$ cat src/source/fetch_pkg.sv
`default_nettype none

package fetch_pkg;

    // Datapath widths
    localparam int ADDR_WIDTH  = 32;
    localparam int INSTR_WIDTH = 32;
    localparam int LINE_WIDTH  = 128;

    // Instructions handed to the instruction buffer per cycle
    localparam int FETCH_WIDTH = 2;

    // Fetch target queue entries
    localparam int FTQ_DEPTH = 4;
    localparam int FTQ_PTR_W = $clog2(FTQ_DEPTH);

    localparam logic [ADDR_WIDTH-1:0] RESET_PC = 32'h1c000000;

    // Line geometry, derived
    localparam int WORDS_PER_LINE = LINE_WIDTH / INSTR_WIDTH;
    localparam int WORD_IDX_W     = $clog2(WORDS_PER_LINE);
    localparam int BYTE_OFFSET_W  = $clog2(INSTR_WIDTH / 8);
    localparam int LINE_OFFSET_W  = WORD_IDX_W + BYTE_OFFSET_W;

    // Block length field, holds 1 or 2
    localparam int BLK_LEN_W = 2;

    // Fetch unit FSM
    typedef enum logic [1:0] {
        IDLE      = 2'd0,
        WAIT_RESP = 2'd1,
        // Request killed by a flush, response still to come
        DRAIN     = 2'd2
    } fetch_state_e;

    // Per-instruction exception code
    typedef enum logic {
        NONE = 1'b0,
        ADEF = 1'b1
    } excp_code_e;

endpackage

`default_nettype wire

$ cat src/source/fetch_ctrl.sv
`timescale 1ns/100ps
`default_nettype none

module fetch_ctrl (
    input  logic                              clk,
    input  logic                              rst_n,

    // Redirect from the back end
    input  logic                              flush_i,
    input  logic [fetch_pkg::ADDR_WIDTH-1:0]  redirect_pc_i,

    // Fetch target queue
    input  logic                              ftq_full_i,
    output logic                              blk_valid_o,
    output logic [fetch_pkg::ADDR_WIDTH-1:0]  blk_pc_o,
    output logic [fetch_pkg::BLK_LEN_W-1:0]   blk_len_o
);

    import fetch_pkg::*;

    logic [ADDR_WIDTH-1:0] pc_q;
    logic [ADDR_WIDTH-1:0] pc_d;
    logic [ADDR_WIDTH-1:0] pc_aligned;
    logic                  fetch_en_q;
    logic                  pc_misaligned;
    logic                  pc_last_word;

    // Block formation starts one cycle after reset release
    always_ff @(posedge clk or negedge rst_n) begin
        if (!rst_n) begin
            fetch_en_q <= 1'b0;
        end else begin
            fetch_en_q <= 1'b1;
        end
    end

    assign pc_misaligned = |pc_q[BYTE_OFFSET_W-1:0];
    assign pc_last_word  = (pc_q[LINE_OFFSET_W-1:BYTE_OFFSET_W] ==
                            WORD_IDX_W'(WORDS_PER_LINE - 1));

    // Blocks never cross a line; a bad PC goes out alone
    assign blk_len_o = (pc_misaligned || pc_last_word) ? BLK_LEN_W'(1) : BLK_LEN_W'(2);
    assign blk_pc_o  = pc_q;

    // Full is the only back-pressure toward the PC
    assign blk_valid_o = fetch_en_q && !ftq_full_i && !flush_i;

    assign pc_aligned = {pc_q[ADDR_WIDTH-1:BYTE_OFFSET_W], {BYTE_OFFSET_W{1'b0}}};

    always_comb begin
        if (flush_i) begin
            pc_d = redirect_pc_i;
        end else if (!blk_valid_o) begin
            pc_d = pc_q;
        end else begin
            // A misaligned PC moves on to the next aligned word
            pc_d = pc_aligned + (ADDR_WIDTH'(blk_len_o) << BYTE_OFFSET_W);
        end
    end

    always_ff @(posedge clk or negedge rst_n) begin
        if (!rst_n) begin
            pc_q <= RESET_PC;
        end else begin
            pc_q <= pc_d;
        end
    end

    // A block ends within its own line
    a_blk_in_line : assert property (
        @(posedge clk) disable iff (!rst_n)
        blk_valid_o |-> ((WORD_IDX_W+1)'(pc_q[LINE_OFFSET_W-1:BYTE_OFFSET_W]) +
                         (WORD_IDX_W+1)'(blk_len_o) <= (WORD_IDX_W+1)'(WORDS_PER_LINE))
    );

endmodule

`default_nettype wire

$ cat src/source/fetch_target_queue.sv
`timescale 1ns/100ps
`default_nettype none

module fetch_target_queue (
    input  logic                              clk,
    input  logic                              rst_n,
    input  logic                              flush_i,

    // Write side, from fetch control
    input  logic                              push_i,
    input  logic [fetch_pkg::ADDR_WIDTH-1:0]  push_pc_i,
    input  logic [fetch_pkg::BLK_LEN_W-1:0]   push_len_i,
    output logic                              full_o,

    // Read side, toward the fetch unit
    input  logic                              pop_i,
    output logic                              head_valid_o,
    output logic [fetch_pkg::ADDR_WIDTH-1:0]  head_pc_o,
    output logic [fetch_pkg::BLK_LEN_W-1:0]   head_len_o
);

    import fetch_pkg::*;

    logic [ADDR_WIDTH-1:0] pc_mem  [FTQ_DEPTH];
    logic [BLK_LEN_W-1:0]  len_mem [FTQ_DEPTH];

    logic [FTQ_PTR_W-1:0]  wr_ptr_q;
    logic [FTQ_PTR_W-1:0]  rd_ptr_q;
    logic [FTQ_PTR_W:0]    count_q;
    logic                  do_push;
    logic                  do_pop;

    assign full_o       = (count_q == (FTQ_PTR_W+1)'(FTQ_DEPTH));
    assign head_valid_o = (count_q != '0);
    assign head_pc_o    = pc_mem[rd_ptr_q];
    assign head_len_o   = len_mem[rd_ptr_q];

    assign do_push = push_i && !full_o;
    assign do_pop  = pop_i && head_valid_o;

    // Entry storage
    always_ff @(posedge clk) begin
        if (do_push) begin
            pc_mem[wr_ptr_q]  <= push_pc_i;
            len_mem[wr_ptr_q] <= push_len_i;
        end
    end

    // Pointers wrap on their own, depth is a power of two
    always_ff @(posedge clk or negedge rst_n) begin
        if (!rst_n) begin
            wr_ptr_q <= '0;
            rd_ptr_q <= '0;
            count_q  <= '0;
        end else if (flush_i) begin
            // Every queued block is on the wrong path
            wr_ptr_q <= '0;
            rd_ptr_q <= '0;
            count_q  <= '0;
        end else begin
            if (do_push) begin
                wr_ptr_q <= wr_ptr_q + 1'b1;
            end
            if (do_pop) begin
                rd_ptr_q <= rd_ptr_q + 1'b1;
            end
            case ({do_push, do_pop})
                2'b10:   count_q <= count_q + 1'b1;
                2'b01:   count_q <= count_q - 1'b1;
                default: count_q <= count_q;
            endcase
        end
    end

    a_no_push_full : assert property (
        @(posedge clk) disable iff (!rst_n) push_i |-> !full_o
    );

    a_no_pop_empty : assert property (
        @(posedge clk) disable iff (!rst_n) pop_i |-> head_valid_o
    );

endmodule

`default_nettype wire

$ cat src/source/fetch_unit.sv
`timescale 1ns/100ps
`default_nettype none

module fetch_unit (
    input  logic                                                     clk,
    input  logic                                                     rst_n,
    input  logic                                                     flush_i,
    input  logic                                                     stall_i,

    // Fetch target queue head
    input  logic                                                     ftq_valid_i,
    input  logic [fetch_pkg::ADDR_WIDTH-1:0]                         ftq_pc_i,
    input  logic [fetch_pkg::BLK_LEN_W-1:0]                          ftq_len_i,
    output logic                                                     ftq_accept_o,

    // Instruction cache
    output logic                                                     icache_req_o,
    output logic [fetch_pkg::ADDR_WIDTH-1:0]                         icache_addr_o,
    input  logic                                                     icache_valid_i,
    input  logic [fetch_pkg::LINE_WIDTH-1:0]                         icache_data_i,

    // Instruction buffer
    output logic [fetch_pkg::FETCH_WIDTH-1:0]                        instr_valid_o,
    output logic [fetch_pkg::FETCH_WIDTH-1:0][fetch_pkg::ADDR_WIDTH-1:0]  instr_pc_o,
    output logic [fetch_pkg::FETCH_WIDTH-1:0][fetch_pkg::INSTR_WIDTH-1:0] instr_data_o,
    output fetch_pkg::excp_code_e [fetch_pkg::FETCH_WIDTH-1:0]       instr_excp_o
);

    import fetch_pkg::*;

    fetch_state_e           state_q;
    fetch_state_e           state_d;

    // Block waiting for its line
    logic [ADDR_WIDTH-1:0]  blk_pc_q;
    logic [BLK_LEN_W-1:0]   blk_len_q;

    logic                   out_held;
    logic                   resp_live;

    logic [FETCH_WIDTH-1:0]                  slot_valid;
    logic [FETCH_WIDTH-1:0][ADDR_WIDTH-1:0]  slot_pc;
    logic [FETCH_WIDTH-1:0][INSTR_WIDTH-1:0] slot_data;
    excp_code_e [FETCH_WIDTH-1:0]            slot_excp;

    // Stalled slots still own the output register
    assign out_held = stall_i && |instr_valid_o;

    assign ftq_accept_o  = (state_q == IDLE) && ftq_valid_i && !flush_i && !out_held;
    assign icache_req_o  = ftq_accept_o;
    assign icache_addr_o = {ftq_pc_i[ADDR_WIDTH-1:LINE_OFFSET_W], {LINE_OFFSET_W{1'b0}}};

    // Response for a block that is still wanted
    assign resp_live = (state_q == WAIT_RESP) && icache_valid_i && !flush_i;

    always_comb begin
        state_d = state_q;
        case (state_q)
            IDLE: begin
                if (ftq_accept_o) begin
                    state_d = WAIT_RESP;
                end
            end
            WAIT_RESP: begin
                if (icache_valid_i) begin
                    state_d = IDLE;
                end else if (flush_i) begin
                    state_d = DRAIN;
                end
            end
            DRAIN: begin
                if (icache_valid_i) begin
                    state_d = IDLE;
                end
            end
            default: state_d = IDLE;
        endcase
    end

    always_ff @(posedge clk or negedge rst_n) begin
        if (!rst_n) begin
            state_q <= IDLE;
        end else begin
            state_q <= state_d;
        end
    end

    always_ff @(posedge clk) begin
        if (ftq_accept_o) begin
            blk_pc_q  <= ftq_pc_i;
            blk_len_q <= ftq_len_i;
        end
    end

    // Pick the words at PC[3:2] and the one after it
    always_comb begin : extract
        logic [WORD_IDX_W-1:0] word_idx;
        for (int i = 0; i < FETCH_WIDTH; i++) begin
            word_idx      = blk_pc_q[LINE_OFFSET_W-1:BYTE_OFFSET_W] + WORD_IDX_W'(i);
            slot_valid[i] = (BLK_LEN_W'(i) < blk_len_q);
            slot_pc[i]    = blk_pc_q + (ADDR_WIDTH'(i) << BYTE_OFFSET_W);
            slot_data[i]  = icache_data_i[word_idx*INSTR_WIDTH +: INSTR_WIDTH];
            slot_excp[i]  = (|slot_pc[i][BYTE_OFFSET_W-1:0]) ? ADEF : NONE;
        end
    end

    always_ff @(posedge clk or negedge rst_n) begin
        if (!rst_n) begin
            instr_valid_o <= '0;
        end else if (flush_i) begin
            instr_valid_o <= '0;
        end else if (resp_live) begin
            instr_valid_o <= slot_valid;
        end else if (!stall_i) begin
            // Consumed this cycle
            instr_valid_o <= '0;
        end
    end

    always_ff @(posedge clk) begin
        if (resp_live) begin
            instr_pc_o   <= slot_pc;
            instr_data_o <= slot_data;
            instr_excp_o <= slot_excp;
        end
    end

    // The cache answers only a request still outstanding
    a_resp_expected : assert property (
        @(posedge clk) disable iff (!rst_n) icache_valid_i |-> (state_q != IDLE)
    );

    a_hold_on_stall : assert property (
        @(posedge clk) disable iff (!rst_n)
        (stall_i && |instr_valid_o && !flush_i) |=>
            ($stable(instr_valid_o) && $stable(instr_pc_o) &&
             $stable(instr_data_o) && $stable(instr_excp_o))
    );

endmodule

`default_nettype wire

$ cat src/source/fetch_frontend.sv
`timescale 1ns/100ps
`default_nettype none

module fetch_frontend (
    input  logic                                                     clk,
    input  logic                                                     rst_n,

    // Back end redirect
    input  logic                                                     flush_i,
    input  logic [fetch_pkg::ADDR_WIDTH-1:0]                         redirect_pc_i,

    // Instruction buffer back-pressure
    input  logic                                                     stall_i,

    // Instruction cache port
    output logic                                                     icache_req_o,
    output logic [fetch_pkg::ADDR_WIDTH-1:0]                         icache_addr_o,
    input  logic                                                     icache_valid_i,
    input  logic [fetch_pkg::LINE_WIDTH-1:0]                         icache_data_i,

    // Delivered instructions
    output logic [fetch_pkg::FETCH_WIDTH-1:0]                        instr_valid_o,
    output logic [fetch_pkg::FETCH_WIDTH-1:0][fetch_pkg::ADDR_WIDTH-1:0]  instr_pc_o,
    output logic [fetch_pkg::FETCH_WIDTH-1:0][fetch_pkg::INSTR_WIDTH-1:0] instr_data_o,
    output fetch_pkg::excp_code_e [fetch_pkg::FETCH_WIDTH-1:0]       instr_excp_o
);

    import fetch_pkg::*;

    // Control to queue
    logic                  blk_valid;
    logic [ADDR_WIDTH-1:0] blk_pc;
    logic [BLK_LEN_W-1:0]  blk_len;
    logic                  ftq_full;

    // Queue to fetch unit
    logic                  ftq_valid;
    logic [ADDR_WIDTH-1:0] ftq_pc;
    logic [BLK_LEN_W-1:0]  ftq_len;
    logic                  ftq_accept;

    fetch_ctrl u_fetch_ctrl (
        .clk           (clk),
        .rst_n         (rst_n),
        .flush_i       (flush_i),
        .redirect_pc_i (redirect_pc_i),
        .ftq_full_i    (ftq_full),
        .blk_valid_o   (blk_valid),
        .blk_pc_o      (blk_pc),
        .blk_len_o     (blk_len)
    );

    fetch_target_queue u_fetch_target_queue (
        .clk          (clk),
        .rst_n        (rst_n),
        .flush_i      (flush_i),
        .push_i       (blk_valid),
        .push_pc_i    (blk_pc),
        .push_len_i   (blk_len),
        .full_o       (ftq_full),
        .pop_i        (ftq_accept),
        .head_valid_o (ftq_valid),
        .head_pc_o    (ftq_pc),
        .head_len_o   (ftq_len)
    );

    fetch_unit u_fetch_unit (
        .clk            (clk),
        .rst_n          (rst_n),
        .flush_i        (flush_i),
        .stall_i        (stall_i),
        .ftq_valid_i    (ftq_valid),
        .ftq_pc_i       (ftq_pc),
        .ftq_len_i      (ftq_len),
        .ftq_accept_o   (ftq_accept),
        .icache_req_o   (icache_req_o),
        .icache_addr_o  (icache_addr_o),
        .icache_valid_i (icache_valid_i),
        .icache_data_i  (icache_data_i),
        .instr_valid_o  (instr_valid_o),
        .instr_pc_o     (instr_pc_o),
        .instr_data_o   (instr_data_o),
        .instr_excp_o   (instr_excp_o)
    );

endmodule

`default_nettype wire

$ cat config.mk
export PLATFORM = sky130hd
export DESIGN_NAME = fetch_frontend
export DESIGN_NICKNAME = d
export VERILOG_FILES = /design/src/source/fetch_pkg.sv /design/src/source/fetch_ctrl.sv /design/src/source/fetch_target_queue.sv /design/src/source/fetch_unit.sv /design/src/source/fetch_frontend.sv
export SDC_FILE = /design/constraint.sdc
export NUM_CORES = 1
export LEC_CHECK = 0
export BUFFER_PORTS_ARGS = -buffer_cell sky130_fd_sc_hd__buf_4
export CAP_MARGIN = 20
export CORE_MARGIN = 5
export CORE_UTILIZATION = 35
export DETAILED_ROUTE_END_ITERATION = 12
export PLACE_DENSITY = 0.68
export RECOVER_POWER = 100
export SLEW_MARGIN = 20
export SYNTH_ARGS = -nofsm -noshare
export SYNTH_HDL_FRONTEND = slang
export SYNTH_SLANG_ARGS = --single-unit
export TNS_END_PERCENT = 1
$ cat constraint.sdc
create_clock -name clk -period 8.4 [get_ports clk]
set_input_delay 1.68 -clock clk [delete_from_list [all_inputs] [get_ports clk]]
set_output_delay 1.68 -clock clk [all_outputs]
set_load 0.05 [all_outputs]
=== Yosys cells after proc, flatten, opt, wreduce, memory -nomap -nowiden ===
Memories as Yosys holds them, arrays and structs flattened. A register that Yosys moved wholly into a read port is not among the register bits.
Index checks and enable logic that the tools add are counted.

* Mux-type cells: 21
* Equality and inequality tests: 10
* Order comparisons: 2
* Shift operators: 2
* Reduce and logical (&&, ||, !) cells: 25
* $add $sub $neg: 7

{| class="wikitable"
|+ Operators with widths
! kind !! count
|-
| $shiftx A128 B8 Y32 || 2
|-
| $mux W32 || 2
|-
| $add A32 B3 Y32 const B || 1
|-
| $add A32 B4 Y32 || 1
|-
| $mux W2 || 12
|-
| $logic_and A1 B1 Y1 || 10
|-
| $reduce_or A2 Y1 || 4
|-
| $add A2 B1 Y2 const B || 3
|-
| $eq A2 B2 Y1 const B || 3
|-
| $pmux W2 S3 || 1
|-
| $pmux W3 S2 || 1
|-
| $reduce_bool A2 Y1 || 3
|-
| $reduce_bool A3 Y1 || 2
|-
| $eq A2 B1 Y1 const B || 2
|-
| $lt A1 B2 Y1 const A || 2
|-
| $mux W1 || 4
|-
| $ne A2 B2 Y1 const B || 2
|-
| $add A3 B1 Y3 const B || 1
|-
| $eq A3 B3 Y1 const B || 1
|-
| $logic_not A1 Y1 || 3
|-
| $mux W3 || 1
|-
| $ne A3 B2 Y1 const B || 1
|-
| $ne A3 B3 Y1 const B || 1
|-
| $reduce_and A3 Y1 || 1
|-
| other kinds (3) || 3
|}

* Register bits: 206
* Bits in writable memories: 136
* Memories: 2
* Bits of input ports: 165
* Output and inout port bits: 165
* Word-level logic and storage cells: 83

{| class="wikitable"
|+ Memories
! name !! words !! width !! rd ports !! clocked after Yosys merged registers in !! wr ports !! line !! RTL
|-
| u_fetch_target_queue.pc_mem || 4 || 32 || 1 || 0 || 1 || fetch_target_queue.sv:24 || <nowiki>logic [ADDR_WIDTH-1:0] pc_mem [FTQ_DEPTH];</nowiki>
|-
| u_fetch_target_queue.len_mem || 4 || 2 || 1 || 1 || 1 || fetch_target_queue.sv:25 || <nowiki>logic [BLK_LEN_W-1:0] len_mem [FTQ_DEPTH];</nowiki>
|}

=== Logic depth before layout (Yosys ltp) ===
Gate-level depths: netlist of the first run.

* Depth after elaboration: 8
* Mapped depth: 8
* Mapped depth without buffers: 8

=== By module ===
Synthesis of the first run repeated with hierarchy kept, for this count alone.

* Cells, all modules: 844
* Area, all modules: 14844.2 µm²

{| class="wikitable"
|+ Modules (own cells, without submodules)
! module !! area each (µm²) !! sequential area each (µm²) !! cells an instance !! times used
|-
| fetch_unit || 7439.6 || 4934.7 || 381 || 1
|-
| fetch_target_queue || 5495.3 || 4259.1 || 244 || 1
|-
| fetch_ctrl || 1909.3 || 829.5 || 219 || 1
|}

=== Least setup slack after synthesis of the first run ===
Ideal clock, no wire load.

* Path kind: input to register
* Start point: input port flush_i
* End point: register u_fetch_unit.instr_data_o[0] (netlist bit), enable pin
* Library setup time: 0.615 ns
* Path buffers: 2
* Required time: 7.785 ns
* Stages: 3
* Data arrival time: 7.378 ns
* Path slack: 0.407 ns
* Path through: clkbuf_1 -> buf_1 -> nor2_1

* Cells in the longest elaborated chain, start to end: 2

{| class="wikitable"
|+ Ends and longest elaborated chain
! item !! line !! RTL
|-
| start, declared || fetch_frontend.sv:9 || <nowiki>input logic flush_i,</nowiki>
|-
| $logic_not A1 Y1 || fetch_unit.sv:54 || <nowiki>assign resp_live = (state_q == WAIT_RESP) && icache_valid_i && !flush_i;</nowiki>
|-
| $logic_and A1 B1 Y1 || fetch_unit.sv:54 ||
|-
| net u_fetch_unit.resp_live || fetch_unit.sv:39 || <nowiki>logic resp_live;</nowiki>
|-
| end signal, assigned || fetch_unit.sv:123 || <nowiki>instr_data_o <= slot_data;</nowiki>
|-
| end, declared || fetch_unit.sv:25 || <nowiki>output logic [fetch_pkg::FETCH_WIDTH-1:0][fetch_pkg::INSTR_WIDTH-1:0] instr_data_o,</nowiki>
|}

The timed path passes the listed nets, and every way through them passes these cells.
A chain may end at the register's enable or synchronous reset.

=== Worst setup path after layout of the first run ===
* Start point: register u_fetch_target_queue.rd_ptr_q[0]
* End point: output port icache_addr_o[18] (netlist bit)

* Cells in the longest elaborated chain, start to end: 1

{| class="wikitable"
|+ Ends and longest elaborated chain
! item !! line !! RTL
|-
| start, declared || fetch_target_queue.sv:28 || <nowiki>logic [FTQ_PTR_W-1:0] rd_ptr_q;</nowiki>
|-
| start signal, assigned || fetch_target_queue.sv:65 || <nowiki>rd_ptr_q <= rd_ptr_q + 1'b1;</nowiki>
|-
| $mem_v2 Z4 W32 || n/a ||
|-
| end, declared || fetch_frontend.sv:17 || <nowiki>output logic [fetch_pkg::ADDR_WIDTH-1:0] icache_addr_o,</nowiki>
|}

Every way passes these cells.

==> run summary, run 1 <==
Status: finished, violations left
Failing checks: capacitance limit, slew limit
Number of global-route vias before repair: 8685
CP Class: register to output port
Worst Max-Slew Pin Slew: 3.039 ns
Synth Area in Compound Gates: 2.061%
Netlist area before placement: 14510 µm²
Top-count cell post-synth: edfxtp_1
Global Route Usage Sum: 15.65%
Synth cell types: 46
Placed Instance Area: 17330 µm²
Sequential cell area fraction in the yosys report: 69.07%
Post-synth ARST share: 12.90%
CTS tree: done
Final hold violation count: 0
Post-cts sizing count: 0
Worst-Skew Late Latency: 0.54 ns
DRC: 0
Pwr dens: 295.8 nW/µm²
Routed vias: 8581
Largest delay contributor family on the critical path: buffers and inverters
Drt wl/cell: 22.04 µm
Total routed wirelength: 37300 µm
Worst-path fanout max: 37
Syn_area_per_cell: 17.70 µm²
Largest family of logic cells by synthesized area: multiplexers
Synth Flop Type: edfxtp_1
Synth top area share: 61.46%
Rows: 74
Required @ worst endpoint: 6.72 ns
Final min period: 5.877 ns
CP max stage delay: 2.14 ns
Crit path capture type: output port
Synth warn: 0
CP max stage cell: clkbuf_1
Count of final max-slew check failures: 457
Area contributors post-synth: edfxtp_1 61%, mux4_2 15%, dfrtp_1 7.1%, xnor2_1 2.1%, buf_4 1.8%
CTS Root Cell: clkbuf_16
CTS H-tree depth: 2
Port Buffers: 325
Hold Buf Count CTS: 0
Starting Density: 35.46%
Mux contribution to synthesized area: 15.35%
Gate Count Post-Synth: 820
Clock-pin slew on the worst setup and hold paths: 0.06 ns
Setup Fix Bufs, Post-CTS: 0
Final Skew: 0.02507 ns
Worst vdd ir: 0.1238 mV
TritonCTS buffer count: 38
GRT overflow: 0
Clk sinks: 341
Crit-path cells: clkbuf_1 -> mux4_2 -> clkbuf_1
Post-layout net count: 1303
Largest net degree at the start of global routing: 87
Adder-Cell Fraction of Synth Area: 0.7415%
#FFs+latches synth: 341
Commonest cells in the netlist: 297 x edfxtp_1, 98 x mux4_2, 58 x nand2_1
Die W: 213.6 µm
Chip height: 213.6 µm
Worst path most repeated cell: clkbuf_1
Hold WC Path Type: register to register
Buf/Inv on CP: 2
Post-synth EDFFs: 297
Period Utilization, post-route: 69.96%
LEAKAGE: 6.131 nW
Final HPWL DP: 26870 µm
ANT cells: 0
Final ANT Viol Nets: 0
DRT Pass-1 Iters: 7
Post-synth top area cell: edfxtp_1
Clock Tree Buf Depth: 3
Max-Cap Viols: 12
Vias per Instance: 5.072
Max_slew headroom: -102.6%
First-pass GRT wire length: 54460 µm
Number of DRC markers in iteration 0: 595
Design Area, Final: 17920 µm²
Global placer's final weighted congestion: 0.8274
Total I/O pin count: 330
Fmax: 170.2 MHz
Core ar.: 40920 µm²
Xor and xnor area share after synthesis: 3.501%
Initial antenna violation count: 0
RSZ-0062 raised after global routing: no
Layout cells sized above 1: 27.93%
Worst setup SP type: register
Setup_tns: 0 ns
Die Area: 45630 µm²
Simple-Gate Fraction of Synth Area: 5.984%
Final setup fails: 0
Area grow syn2layout: 23.50%
Final core occ: 43.79%
Worst EP arrival: 4.20 ns
[layout by cell type, fill, tap and decap left out, types with 8 or more instances in the layout]
cell | netlist | final
dfrtp_1 | 41 | 40
nor4_1 | 6 | 8
inv_1 | 14 | 14
nor2_1 | 21 | 21
xor2_1 | 23 | 23
xnor2_1 | 35 | 35
edfxtp_1 | 297 | 297
nand3_1 | 24 | 24
mux4_2 | 98 | 98
buf_4 | 35 | 164
nand2_1 | 58 | 58
and3_1 | 11 | 11
nor3_1 | 13 | 13
o21ai_0 | 34 | 36
clkbuf_1 | 19 | 181
clkbuf_16 | 0 | 39
nand4_1 | 20 | 20
[registers in the layout, indices dropped and copies added, names as in the netlist]
signal,flops
u_fetch_unit.instr_excp_o,1
u_fetch_target_queue.rd_ptr_q,2
u_fetch_ctrl.fetch_en_q,1
u_fetch_ctrl.blk_pc_o,32
u_fetch_unit.blk_len_q,2
u_fetch_target_queue.count_q,3
u_fetch_unit.instr_valid_o,2
u_fetch_target_queue.pc_mem,128
u_fetch_target_queue.wr_ptr_q,2
u_fetch_unit.state_q,2
u_fetch_unit.instr_data_o,64
u_fetch_unit.instr_pc_o,62
u_fetch_unit.blk_pc_q,32
u_fetch_target_queue.len_mem,8
[final timing paths]
kind	start	slack (ns)	depth (start not counted)	endpoint
min in group asynchronous	rst_n	1.90	1	u_fetch_ctrl.blk_pc_o[29]$_DFFE_PN0P_
max in group asynchronous	rst_n	4.91	1	u_fetch_target_queue.rd_ptr_q[0]$_DFFE_PN0P_
worst min-delay path	u_fetch_unit.blk_pc_q[1]$_DFFE_PP_	0.44	0	u_fetch_unit.instr_pc_o[33]$_DFFE_PP_
worst min register to register	u_fetch_unit.blk_pc_q[1]$_DFFE_PP_	0.44	0	u_fetch_unit.instr_pc_o[33]$_DFFE_PP_
worst max-delay path	u_fetch_target_queue.rd_ptr_q[0]$_DFFE_PN0P_	2.52	3	icache_addr_o[18]
worst max register to register	u_fetch_unit.state_q[1]$_DFFE_PN0P_	3.35	5	u_fetch_unit.instr_pc_o[6]$_DFFE_PP_
[routing by layer]
metal	up-vias	routed length (µm)	track usage, %
met1	4355	15200	20.68
li1	3824	-	-
met2	348	18220	26.28
met5	-	0	0
met4	0	806	4.452
met3	54	3073	3.526
[metrics by stage]
step | worst slack (ns) | cells | power, mW | hold slack, ns
2_1_floorplan | 0.4073 | 823 | 3.345 | 0.4174
3_3_place_gp | 3.570 | 1622 | 3.717 | 0.4265
3_5_place_dp | 3.524 | 1622 | 3.746 | 0.4283
4_1_cts | 3.521 | 1692 | 5.438 | 0.4426
5_1_grt | 2.001 | 1692 | 5.540 | 0.4568
6_report | 2.523 | 1692 | 5.301 | 0.4445
[kinds of logic after synthesis]
logic type	count (synthesis)
DFF	341
xor gates and xnor gates	58
buffers and inverters	86
AOI/OAI and AO/OA	53
and+or+nand+nor	172
muxes	100
other	2
adders and majority gates	8
[final cells by class]
cell class,instances,area [µm²]
timing repair buffer,339,1889
multi-input combinational,396,4013
inverter,14,52.55
fill,3660,23000
clock buffer,48,1030
sequential,341,10020
clock inverter,22,247.7
tap,532,665.6
[where the power goes]
part	switching [mW]	internal [mW]	total, mW
logic	0.856	0.489	1.34
clock network	0.673	1.00	1.67
registers	0.142	2.14	2.28
Note: power is estimated with default switching activity, not from simulation.
==> run 2, diff against run 1 <==
--- a/config.mk
+++ b/config.mk
@@ -5,12 +5,13 @@
 export SDC_FILE = /design/constraint.sdc
 export NUM_CORES = 1
 export LEC_CHECK = 0
+export ABC_AREA = 1
 export BUFFER_PORTS_ARGS = -buffer_cell sky130_fd_sc_hd__buf_4
 export CAP_MARGIN = 20
 export CORE_MARGIN = 5
 export CORE_UTILIZATION = 35
 export DETAILED_ROUTE_END_ITERATION = 12
-export PLACE_DENSITY = 0.68
+export PLACE_DENSITY = 0.67
 export RECOVER_POWER = 100
 export SLEW_MARGIN = 20
 export SYNTH_ARGS = -nofsm -noshare
==> constraint.sdc (replaced) <==
create_clock -name clk -period 6 [get_ports clk]
set_input_delay 1.2 -clock clk [delete_from_list [all_inputs] [get_ports clk]]
set_output_delay 1.2 -clock clk [all_outputs]
set_load 0.05 [all_outputs]
==> run summary, run 2 <==
Status: finished, violations left
Failing checks: capacitance limit, slew limit
Syn_area_per_cell: 10.49 µm²
Pwr dens: 460.0 nW/µm²
Chip height: 220.9 µm
Worst vdd ir: 0.2783 mV
Number of global-route vias before repair: 11850
Vias per Instance: 5.136
Buf/Inv on CP: 4
Post-layout net count: 1939
Fmax: 217.9 MHz
Core ar.: 44120 µm²
Worst-path fanout max: 36
CTS H-tree depth: 2
Starting Density: 35.29%
Required @ worst endpoint: 4.80 ns
Area contributors post-synth: edfxtp_1 57%, o21ai_0 6.8%, dfrtp_1 6.6%, nor2_1 6.5%, nand2_1 5.7%
Initial antenna violation count: 2
Top-count cell post-synth: edfxtp_1
Total routed wirelength: 46340 µm
Gate Count Post-Synth: 1485
Commonest non-fill, non-tap cell in the layout: edfxtp_1
Post-cts sizing count: 0
Max-Cap Viols: 5
DRT Pass-1 Iters: 6
Routed vias: 12270
Rows: 77
Clk sinks: 341
Count of final max-slew check failures: 279
Global placer's final weighted congestion: 0.8864
Max reg flops: 128
Post-synth EDFFs: 297
Final setup fails: 0
DRC: 0
Port Buffers: 325
#FFs+latches synth: 341
Layout cells sized above 1: 14.37%
Most frequent cells in the layout: 297 x edfxtp_1, 272 x nor2_1, 236 x nand2_1
Worst EP arrival: 3.39 ns
Synth top area share: 57.27%
Crit-path cells: clkbuf_1 -> inv_1 -> nand2_1 -> nor2_1 -> nand2_1 -> inv_1 -> buf_4
TritonCTS buffer count: 39
Register with the most flip-flops: u_fetch_target_queue.pc_mem
Drt wl/cell: 19.40 µm
Setup_tns: 0 ns
Die Area: 48810 µm²
Max_slew headroom: -64.24%
RSZ-0062 raised after global routing: no
Worst-Skew Late Latency: 0.56 ns
CTS tree: done
Setup Fix Bufs, Post-CTS: 0
Cell Count, Final, Fillers Out: 2389
Top Registers: u_fetch_target_queue.pc_mem x128, u_fetch_unit.instr_data_o x64, u_fetch_unit.instr_pc_o x62
Clock-pin slew on the worst setup and hold paths: 0.06 ns
Sequential cell area fraction in the yosys report: 64.37%
Synth Flop Type: edfxtp_1
CP max stage delay: 0.98 ns
CTS Root Cell: clkbuf_16
Number of cells in the design after placement: 2316
Final ANT Viol Nets: 0
Netlist area before placement: 15570 µm²
First-pass GRT wire length: 70100 µm
Worst setup SP type: primary input
Final HPWL DP: 32000 µm
Area grow syn2layout: 21.61%
Crit path capture type: output port
Final hold violation count: 0
Worst Max-Slew Pin Slew: 2.464 ns
Synth cell types: 40
Largest net degree at the start of global routing: 130
GRT overflow: 0
Post-synth ARST share: 12.90%
Period Utilization, post-route: 76.51%
Hold WC Path Type: register to register
Final min period: 4.590 ns
LEAKAGE: 6.946 nW
Largest delay contributor family on the critical path: buffers and inverters
Hold Buf Count CTS: 0
Clock Tree Buf Depth: 3
CP max stage cell: clkbuf_1
CP Class: primary input to output port
Post-synth top area cell: edfxtp_1
Commonest cells in the netlist: 297 x edfxtp_1, 269 x nor2_1, 235 x nand2_1
Synth warn: 0
Total I/O pin count: 330
Final Skew: 0.01822 ns
Number of DRC markers in iteration 0: 1079
Global Route Usage Sum: 18.02%
Die W: 220.9 µm
-- run 2: changes by cell type in the layout (fill, tap and decap cells not counted), sizes merged, moves of 24 or more --
cell   delta
mux4     -98
inv      +55
nand2   +181
o21ai   +179
o22ai    +98
nor2    +259
xnor2    -24
-- run 2: cell families after synthesis --
family          after synthesis  synth area share [%]
simple gates                598                 16.17
flops                       341                 64.37
compound gates              323                 11.30
buf+inv                     175                 5.279
xor+xnor                     38                 2.137
fa+ha+maj                     8                0.6910
other cells                   2               0.04823
-- run 2: layout make-up --
cell class,instances,area [µm²]
antenna,1,2.502
clock buffer,43,991.0
clock inverter,28,300.3
fill,4354,25190
inverter,69,260.3
multi-input combinational,972,4657
sequential,341,10020
tap,592,740.7
timing repair buffer,343,1963
-- run 2: metrics by stage --
stage          util (%)  power, mW  hold slack, ns  area, µm²  setup WS, ns
3_5_place_dp      41.61      6.582          0.5172      18360         2.305
2_1_floorplan         -      5.634          0.4174      15590        0.8162
3_3_place_gp      41.61      6.498          0.5157      18360         2.325
4_1_cts           44.54      8.985          0.5303      19650         2.294
5_1_grt           42.92      9.154          0.5341      18940         1.066
6_report          42.92      8.712          0.5026      18940         1.410
-- run 2: final timing paths --
| path | from | depth (start not counted) | slack [ns] | endpoint |
|---|---|---|---|---|
| setup / recovery | flush_i | 7 | 1.41 | icache_req_o |
| hold / removal | u_fetch_unit.blk_pc_q[0]$_DFFE_PP_ | 0 | 0.50 | u_fetch_unit.instr_pc_o[32]$_DFFE_PP_ |
| setup reg to reg | u_fetch_unit.blk_pc_q[2]$_DFFE_PP_ | 8 | 1.88 | u_fetch_unit.instr_pc_o[50]$_DFFE_PP_ |
| hold reg to reg | u_fetch_unit.blk_pc_q[0]$_DFFE_PP_ | 0 | 0.50 | u_fetch_unit.instr_pc_o[32]$_DFFE_PP_ |
| max in group asynchronous | rst_n | 1 | 3.19 | u_fetch_ctrl.blk_pc_o[0]$_DFFE_PN0P_ |
| min in group asynchronous | rst_n | 1 | 1.39 | u_fetch_ctrl.blk_pc_o[22]$_DFFE_PN0P_ |
-- run 2: layer usage --
layer,global-route usage (%),up-vias,share of wire [%]
met5,0,-,0.017
met4,5.042,2,2.6
met3,4.771,80,7.9
met2,30.33,556,48
met1,23.13,5907,41
li1,-,5726,-
-- run 2: worst reg2reg max path, cell delays in order, from the launching register on --
cell and delay (ns):
edfxtp_1 0.31, clkbuf_1 1.14, buf_4 0.85, ha_1 0.39, nand3_1 0.26, nor2_1 0.29
nand4_1 0.31, nor2_1 0.23, xor2_1 0.09
-- run 2: power breakdown --
part / switching [mW] / internal [mW] / leakage (nW) / total, mW
Sequential: 0.293 / 3.13 / 3.25 / 3.43
Combinational: 2.22 / 0.692 / 3.06 / 2.91
Clock: 0.989 / 1.39 / 0.638 / 2.38
